## src/mul_defines.svh

```systemverilog
// Build-time sizing for the RV32 multiply unit
// Operand width and the depth of the array multiplier pipeline
`ifndef MUL_DEFINES_SVH
`define MUL_DEFINES_SVH

// ----------------------------------------
// Datapath width
// ----------------------------------------

// Operand and result width in bits
`define MUL_XLEN 32

// ----------------------------------------
// Pipeline depth
// ----------------------------------------

// Register stages inside the array multiplier
// MUL_XLEN has to divide evenly by this value
`define MUL_STAGES 4

`endif

```

## src/mul_types_pkg.sv

```systemverilog
// Datapath types of the multiply unit
// Word types, the M-extension multiply operations and the request bundle
`default_nettype none

`include "mul_defines.svh"

package mul_types_pkg;

    // One operand or one result word
    typedef logic [`MUL_XLEN-1:0] word_t;

    // Full double-width product
    typedef logic [2*`MUL_XLEN-1:0] dword_t;

    // Encoded in funct3 order of the M extension
    typedef enum logic [1:0] {
        MUL    = 2'b00,
        MULH   = 2'b01,
        MULHSU = 2'b10,
        MULHU  = 2'b11
    } mul_op_t;

    // Request as it arrives from the issue side
    // The multiplicand is rs1 and the multiplier is rs2
    typedef struct packed {
        mul_op_t op;
        word_t   multiplicand;
        word_t   multiplier;
    } mul_req_t;

endpackage

`default_nettype wire

```

## src/pipelined_array_multiplier.sv

```systemverilog
// Unsigned pipelined array multiplier
// Partial-product rows are summed a slice at a time over STAGES registers
`timescale 1ns/1ps
`default_nettype none

`include "mul_defines.svh"

module pipelined_array_multiplier #(
    parameter int DATA_WIDTH = `MUL_XLEN,
    parameter int STAGES     = `MUL_STAGES
) (
    input  logic                  clk_i,
    input  logic                  rst_n_i,
    input  logic                  stage_en_i,
    input  mul_types_pkg::word_t  multiplicand_i,
    input  mul_types_pkg::word_t  multiplier_i,
    output mul_types_pkg::dword_t product_o
);

    // Multiplier bits consumed per stage
    // DATA_WIDTH has to be a multiple of STAGES
    localparam int ROWS = DATA_WIDTH / STAGES;

    // ----------------------------------------
    // Stage chain
    // ----------------------------------------

    // Stage s handles multiplier bits s*ROWS up to s*ROWS+ROWS-1
    for (genvar s = 0; s < STAGES; s++) begin : g_stage
        logic [DATA_WIDTH-1:0]   mcand_in;
        logic [DATA_WIDTH-1:0]   mplier_in;
        logic [2*DATA_WIDTH-1:0] acc_in;
        logic [2*DATA_WIDTH-1:0] acc_sum;
        logic [2*DATA_WIDTH-1:0] acc_q;

        if (s == 0) begin : g_head
            // First stage starts from an empty running sum
            assign mcand_in  = multiplicand_i;
            assign mplier_in = multiplier_i;
            assign acc_in    = '0;
        end else begin : g_tail
            assign mcand_in  = g_stage[s-1].g_fwd.mcand_q;
            assign mplier_in = g_stage[s-1].g_fwd.mplier_q;
            assign acc_in    = g_stage[s-1].acc_q;
        end

        // Add this stage's rows, each one the multiplicand shifted to its bit weight
        always_comb begin
            acc_sum = acc_in;
            for (int r = 0; r < ROWS; r++) begin
                if (mplier_in[s*ROWS + r]) begin
                    acc_sum = acc_sum + ({{DATA_WIDTH{1'b0}}, mcand_in} << (s*ROWS + r));
                end
            end
        end

        always_ff @(posedge clk_i) begin
            if (!rst_n_i) begin
                acc_q <= '0;
            end else if (stage_en_i) begin
                acc_q <= acc_sum;
            end
        end

        // Operands move along with the sum, except past the final stage
        if (s < STAGES - 1) begin : g_fwd
            logic [DATA_WIDTH-1:0] mcand_q;
            logic [DATA_WIDTH-1:0] mplier_q;

            always_ff @(posedge clk_i) begin
                if (!rst_n_i) begin
                    mcand_q  <= '0;
                    mplier_q <= '0;
                end else if (stage_en_i) begin
                    mcand_q  <= mcand_in;
                    mplier_q <= mplier_in;
                end
            end
        end
    end

    // Every row has been added once the last stage has registered
    assign product_o = g_stage[STAGES-1].acc_q;

endmodule

`default_nettype wire

```

## config.mk

```make
export PLATFORM = sky130hd
export DESIGN_NAME = pipelined_array_multiplier
export DESIGN_NICKNAME = d
export VERILOG_FILES = /design/src/mul_types_pkg.sv /design/src/pipelined_array_multiplier.sv
export VERILOG_INCLUDE_DIRS = /design/src
export SDC_FILE = /design/constraint.sdc
export NUM_CORES = 2
export LEC_CHECK = 0
export ABC_AREA = 1
export BUFFER_PORTS_ARGS = -buffer_cell sky130_fd_sc_hd__clkbuf_2
export CAP_MARGIN = 15
export CORE_MARGIN = 4
export CORE_UTILIZATION = 35
export CTS_CLUSTER_DIAMETER = 50
export DETAILED_ROUTE_END_ITERATION = 8
export GPL_ROUTABILITY_DRIVEN = 0
export GPL_TIMING_DRIVEN = 0
export PLACE_DENSITY_LB_ADDON = 0.1
export SKIP_LAST_GASP = 1
export SLEW_MARGIN = 5
export SYNTH_ARGS = -nofsm -noshare
export SYNTH_HDL_FRONTEND = slang
export SYNTH_SLANG_ARGS = --single-unit
```

## constraint.sdc

```tcl
create_clock -name clk_i -period 10.8 [get_ports clk_i]
set_input_delay 1.08 -clock clk_i [delete_from_list [all_inputs] [get_ports clk_i]]
set_output_delay 1.08 -clock clk_i [all_outputs]
set_load 0.005 [all_outputs]
```

Word level (Yosys, flattened, before mapping)
Index checks and enable logic that the tools add are counted.

storage, ports and cells
  register bits = 448
  memories kept = 0
  memory bits (writable) = 0
  logic and storage cells = 73
  output and inout port bits = 64
  ROM bits = 0
  latch bits = 0

operators by class
  bitwise logic cells = 0
  reduce and logical (&&, ||, !) cells = 0
  $add $sub $neg = 31
  div/mod/pow operators = 0
  order comparisons = 0
  shift operators = 0
  eq/ne operators = 0
  multiply operators = 0
  multiplexer cells = 32

operator list
  operator                 number
  two-way mux 64 bit       31
  adder 64 x 34 -> 64 bit  1
  adder 64 x 35 -> 64 bit  1
  adder 64 x 36 -> 64 bit  1
  adder 64 x 37 -> 64 bit  1
  adder 64 x 38 -> 64 bit  1
  adder 64 x 39 -> 64 bit  1
  adder 64 x 40 -> 64 bit  1
  adder 64 x 41 -> 64 bit  1
  adder 64 x 42 -> 64 bit  1
  adder 64 x 43 -> 64 bit  1
  adder 64 x 44 -> 64 bit  1
  adder 64 x 45 -> 64 bit  1
  adder 64 x 46 -> 64 bit  1
  adder 64 x 47 -> 64 bit  1
  adder 64 x 48 -> 64 bit  1
  adder 64 x 49 -> 64 bit  1
  adder 64 x 50 -> 64 bit  1
  adder 64 x 51 -> 64 bit  1
  adder 64 x 52 -> 64 bit  1
  adder 64 x 53 -> 64 bit  1
  adder 64 x 54 -> 64 bit  1
  adder 64 x 55 -> 64 bit  1
  adder 64 x 56 -> 64 bit  1
  9 further kinds          9

Logic depth before layout (Yosys ltp)
  depth after elaboration = 16
  depth in mapped cells = 89
  gate-level depth less buffers = 89

Worst setup path after synthesis
No wires, ideal clock.

  path type = reg-to-reg
  start point = reg g_stage[0].g_fwd.mcand_q[1]
  end point = reg g_stage[1].acc_q[45]
  period minus slack after synthesis = 11351 ps
  cell stages (with the launch flop) = 79
  setup time = 109 ps
  required time = 10691 ps
  path buffers = 0
  path slack = -551 ps
  arrival = 11243 ps
  path through = dfxtp_1 -> inv_1 -> fa_1 -> inv_1 -> nand3_1 -> nand2_2 -> nand2_1 -> nand2_2 -> nand2_1 -> nand2_2 -> nand2_1 -> nand3_1 -> nand3_1 -> o21a_1 -> ha_1 -> nand2_1 -> nor2_1 -> inv_1 -> (+43 left out) -> o221a_2 -> nand3_1 -> inv_2 -> o31ai_2 -> and2_1 -> o21ai_0 -> and2_1 -> ha_1 -> nand2_1 -> nor2_1 -> inv_1 -> nor2_1 -> a2111oi_0 -> nand3_1 -> nand3_1 -> nand3_1 -> nand2_1 -> inv_1

on the way
  word-level cells in the longest chain between the ends = 16

ends and longest elaborated chain
  element                  line                              RTL
  start, declared          pipelined_array_multiplier.sv:67  logic [DATA_WIDTH-1:0] mcand_q;
  start signal, assigned   pipelined_array_multiplier.sv:75  mcand_q <= mcand_in;
  adder 64 x 40 -> 64 bit  pipelined_array_multiplier.sv:52  acc_sum = acc_sum + ({{DATA_WIDTH{1'b0}}, mcand_in} << (s*ROWS + r));
  two-way mux 64 bit       pipelined_array_multiplier.sv:51  if (mplier_in[s*ROWS + r]) begin
  adder 64 x 41 -> 64 bit  pipelined_array_multiplier.sv:52
  two-way mux 64 bit       pipelined_array_multiplier.sv:51
  adder 64 x 42 -> 64 bit  pipelined_array_multiplier.sv:52
  two-way mux 64 bit       pipelined_array_multiplier.sv:51
  adder 64 x 43 -> 64 bit  pipelined_array_multiplier.sv:52
  two-way mux 64 bit       pipelined_array_multiplier.sv:51
  adder 64 x 44 -> 64 bit  pipelined_array_multiplier.sv:52
  two-way mux 64 bit       pipelined_array_multiplier.sv:51
  adder 64 x 45 -> 64 bit  pipelined_array_multiplier.sv:52
  two-way mux 64 bit       pipelined_array_multiplier.sv:51
  adder 64 x 46 -> 64 bit  pipelined_array_multiplier.sv:52
  two-way mux 64 bit       pipelined_array_multiplier.sv:51
  adder 64 x 47 -> 64 bit  pipelined_array_multiplier.sv:52
  two-way mux 64 bit *     pipelined_array_multiplier.sv:51
  end signal, assigned     pipelined_array_multiplier.sv:61  acc_q <= acc_sum;
  end, declared            pipelined_array_multiplier.sv:34  logic [2*DATA_WIDTH-1:0] acc_q;

Mark *: on every way between the ends. The rest lies on a longest branch, timed or not.
A chain may end at the register's enable or synchronous reset.

Worst setup path in the final report
  start point = reg g_stage[2].acc_q[24]
  end point = reg g_stage[3].acc_q[61] (netlist: product_o[61])

on the way
  word-level cells in the longest chain between the ends = 16

ends and longest elaborated chain
  element                  line
  start, declared          pipelined_array_multiplier.sv:34
  start signal, assigned   pipelined_array_multiplier.sv:61
  adder 64 x 56 -> 64 bit  pipelined_array_multiplier.sv:52
  two-way mux 64 bit *     pipelined_array_multiplier.sv:51
  adder 64 x 57 -> 64 bit  pipelined_array_multiplier.sv:52
  two-way mux 64 bit *     pipelined_array_multiplier.sv:51
  adder 64 x 58 -> 64 bit  pipelined_array_multiplier.sv:52
  two-way mux 64 bit *     pipelined_array_multiplier.sv:51
  adder 64 x 59 -> 64 bit  pipelined_array_multiplier.sv:52
  two-way mux 64 bit *     pipelined_array_multiplier.sv:51
  adder 64 x 60 -> 64 bit  pipelined_array_multiplier.sv:52
  two-way mux 64 bit *     pipelined_array_multiplier.sv:51
  adder 64 x 61 -> 64 bit  pipelined_array_multiplier.sv:52
  two-way mux 64 bit *     pipelined_array_multiplier.sv:51
  adder 64 x 62 -> 64 bit  pipelined_array_multiplier.sv:52
  two-way mux 64 bit *     pipelined_array_multiplier.sv:51
  adder 64 x 63 -> 64 bit  pipelined_array_multiplier.sv:52
  two-way mux 64 bit *     pipelined_array_multiplier.sv:51
  end signal, assigned     pipelined_array_multiplier.sv:61
  end, declared            pipelined_array_multiplier.sv:34

Marks and branches as above.

==> out/metrics.csv <==
stage,metric,value,unit
finish,nFillCells,23300,
global_routing,groute.usage.overall,32.6,%
timing,timing.final.crit_share,108,%
outcome,failed_checks,"design-rule violations, negative setup slack",
placement,place_hpwl,326000,um
detailed_routing,drc_errors,7,
synth,synth_edf_count,0,
clock_network,cts_num_sinks,352,
worst_setup_path,critical_path_class,reg -> reg,
timing,finalHoldViolCount,0,
detailed_routing,ant_nets,0,
die,die_h,497,um
power_and_ir_drop,vdd_drop_max,186,uV
timing,tightest_slew,1.32,ns
timing,post-route-min-period,11.62,ns
synth,syn-instance-count,14800,
clock_network,clk_pin_slew,0.06,ns
synth,async_flop_share,0,%
power_and_ir_drop,intPower,9.65,mW
power_and_ir_drop,power.density,163,nW/um2
worst_setup_path,arrival,12.27,ns
synth,ys_ff_latch,352,
synth,yosys.cell_count.top_type,nand2_1,
worst_setup_path,slowest_stage,dfxtp_4,
job,maxCapViolCount,0,
die,design.portCount,131,
timing,setup_viol_count_final,57,
synth,yosysTopAreaCell,nand2_1,
synth,ys_seq_area_share,8.43,%
clock_network,clockBufferDepth,3,
clock_network,root_buffer,clkbuf_16,
die,fp.dieW,497,um
die,fp.coreArea,238000,um2
synth,synth_top_area_share,18.3,%
clock_network,cts_hold_buf,0,
power_and_ir_drop,clkPwrFrac,9.3,%
synth,syn_nets,15900,
power_and_ir_drop,combPwrFrac,82.7,%
synth,yosysUniqueCellTypes,75,
finish,nets,17500,
global_routing,grt_max_degree,18,
die,rows,179,
worst_setup_path,startpoint,g_stage[2].acc_q[24],
worst_setup_path,crit_required,11.45,ns
synth,synth_common_cells,"nand2_1 (4076), inv_1 (1719), nand3_1 (1527)",
synth,syn_area,83600,um2
power_and_ir_drop,switching_share,53.5,%
power_and_ir_drop,leakage,58.5,nW
clock_network,htree_levels,2,
power_and_ir_drop,p_sw,11.1,mW
synth,ys.warnings.count,0,
worst_setup_path,cp-end-kind,register,
die,dieArea,247000,um2
finish,area_growth,52.1,%
global_routing,antenna_found_initial,33,
detailed_routing,via_count,110000,
timing,fin_ws,-0.820,ns
synth,synth_area_leaders,"nand2_1 (18%), ha_1 (15%), nand3_1 (9.1%), dfxtp_1 (8.4%), a21oi_1 (7.8%)",
worst_setup_path,critical_path.startpoint_type,register,
die,initial_core_util,35.1,%
worst_setup_path,timing.rr.start,g_stage[2].acc_q[24],
clock_network,clk_latency,0.74,ns
timing,rsz0062_at_grt,true,
clock_network,numCtsBuffers,57,
timing,worst_hold_slack,0.449,ns
worst_setup_path,reg2reg_depth,85,
global_routing,first_global_vias,101000,
worst_setup_path,max_stage_delay,0.37,ns
worst_setup_path,r2r_end,product_o[61],
detailed_routing,wl_per_cell,22.4,um
placement,io_buffers,126,
detailed_routing,dr.pass1.iters,9,
global_routing,grt_pass1_wl,619000,um
timing,fin_setup_tns,-21.14,ns
global_routing,grt_overflow,0,
worst_setup_path,cp_common_cell,nand2_1,
detailed_routing,drt-total-wl,440000,um
finish,multi_input_area,93700,um2
worst_setup_path,cp_max_fo,5,
min_path,hold_depth,2,
finish,fin_area,127000,um2
synth,ys.flop_type,dfxtp_1,
synth,synth_area_per_cell,5.64,um2
finish,seqCellArea,7450,um2
clock_network,cts_tree,built,
detailed_routing,vias_per_cell,5.59,
placement,placed_area,88700,um2
timing,fmax,86.1,MHz
worst_setup_path,reg2reg_slack,-0.82,ns
power_and_ir_drop,power.total,20.8,mW
timing,relSlewSlack,11.7,%
detailed_routing,drt_iter0_markers,9357,
min_path,hold_class,reg -> reg,
outcome,outcome,"finished, violations left",
worst_setup_path,crit_path_end,product_o[61],
timing,drv_slew,0,
timing,skew,0.0614,ns
power_and_ir_drop,pwr-share-seq,8.0,%
finish,drive_gt1_share,38.5,%
[power by group through the flow]
stage               clock, mW  combinational [mW]  sequential (mW)
global route             2.00                18.4             1.66
floorplan                   0                7.79             1.59
global placement            0                10.5             1.81
CTS                      1.95                13.7             1.65
detailed placement          0                10.5             1.79
finish                   1.93                17.2             1.66
[final cells by class]
type	count	area share, %
Multi-Input combinational cell	12400	73.7
Timing Repair Buffer	1520	9.29
Sequential cell	352	5.86
Inverter	1767	5.26
Tap cell	3167	3.12
Clock buffer	68	1.21
Buffer	320	1.17
Clock inverter	38	0.335
Antenna cell	14	0.0276
[stage by stage]
| stage | worst slack [ns] | util (%) | instances |
|---|---|---|---|
| 5_1_grt | -1.39 | 53.4 | 19600 |
| 3_3_place_gp | -3.92 | 37.2 | 18100 |
| 4_1_cts | -0.523 | 47.0 | 19100 |
| 3_5_place_dp | -3.77 | 37.3 | 18100 |
| 6_report | -0.820 | 53.4 | 19600 |
| 2_1_floorplan | -0.0136 | - | 14800 |
[routing by layer]
layer / routed length (um) / share of wire [%] / up-vias / global-route usage [%]
met5: 92 / 0.021 / - / 0
met4: 29600 / 6.7 / 12 / 16.3
met3: 34700 / 7.9 / 1280 / 5.28
met2: 196000 / 45 / 4456 / 53.5
met1: 179000 / 41 / 51400 / 41.3
li1: - / - / 52600 / -
[placed cells by master, fill, tap and decap left out, types with 100 or more instances in the layout]
master | synthesis | routed
nand3_1 | 1527 | 1246
dfxtp_1 | 352 | 226
a21oi_4 | 1 | 237
ha_4 | 0 | 609
inv_1 | 1719 | 1496
buf_4 | 13 | 1312
ha_1 | 1013 | 342
xnor2_1 | 192 | 137
o21ai_0 | 830 | 462
nand2_4 | 0 | 269
nand3_2 | 55 | 293
nor2_2 | 10 | 241
or2_2 | 145 | 102
a21o_1 | 111 | 108
a21oi_1 | 1298 | 584
and2_4 | 0 | 148
nand2_1 | 4076 | 3155
xor2_1 | 314 | 288
o21ai_2 | 102 | 268
o21ai_1 | 98 | 219
clkbuf_1 | 173 | 170
buf_2 | 105 | 102
nor2_4 | 0 | 159
inv_2 | 36 | 238
a21oi_2 | 38 | 516
nand2_2 | 54 | 687
nor2_1 | 1388 | 998
nor3_1 | 171 | 100
clkbuf_2 | 2 | 107
[cell families after synthesis]
group           count (synthesis)  share of synthesized area [%]
simple gates                 7921                           40.8
flops                         352                           8.43
compound gates               2917                           19.9
fa+ha+maj                    1044                           15.9
buf+inv                      2089                           9.63
xor+xnor                      506                           5.30
[flip-flops by register name, indices dropped and copies added, names as in the netlist]
signal                  flops
g_stage.acc_q             144
g_stage.g_fwd.mcand_q      96
g_stage.g_fwd.mplier_q     48
product_o                  64
[worst min-delay path by stage]
stage	from	to	slack, ns
after detailed placement	product_o[35]	product_o[35]	0.46
after CTS	g_stage[2].acc_q[15]	product_o[15]	0.43
after floorplan	g_stage[0].acc_q[0]	g_stage[0].acc_q[0]	0.45
final	g_stage[2].acc_q[15]	product_o[15]	0.45
after global placement	g_stage[0].acc_q[6]	g_stage[0].acc_q[6]	0.45
after global routing	g_stage[2].acc_q[15]	product_o[15]	0.46
[timing repair]
action	4_1_cts	5_1_grt
resized for setup	3287	2687
cloned	0	1
endpoints found under the setup margin	96	96
pin swaps	1029	1401
setup buffers	836	553
[worst max-delay path: cells and delay by family, from the launching register on]
kind            cells  cell delay (ns)
xor+xnor            2             0.25
flops               1             0.37
simple gates       46             4.95
compound gates     15             2.35
buf+inv            13             1.08
fa+ha+maj           9             2.52
Note: power is estimated with default switching activity, not from simulation.
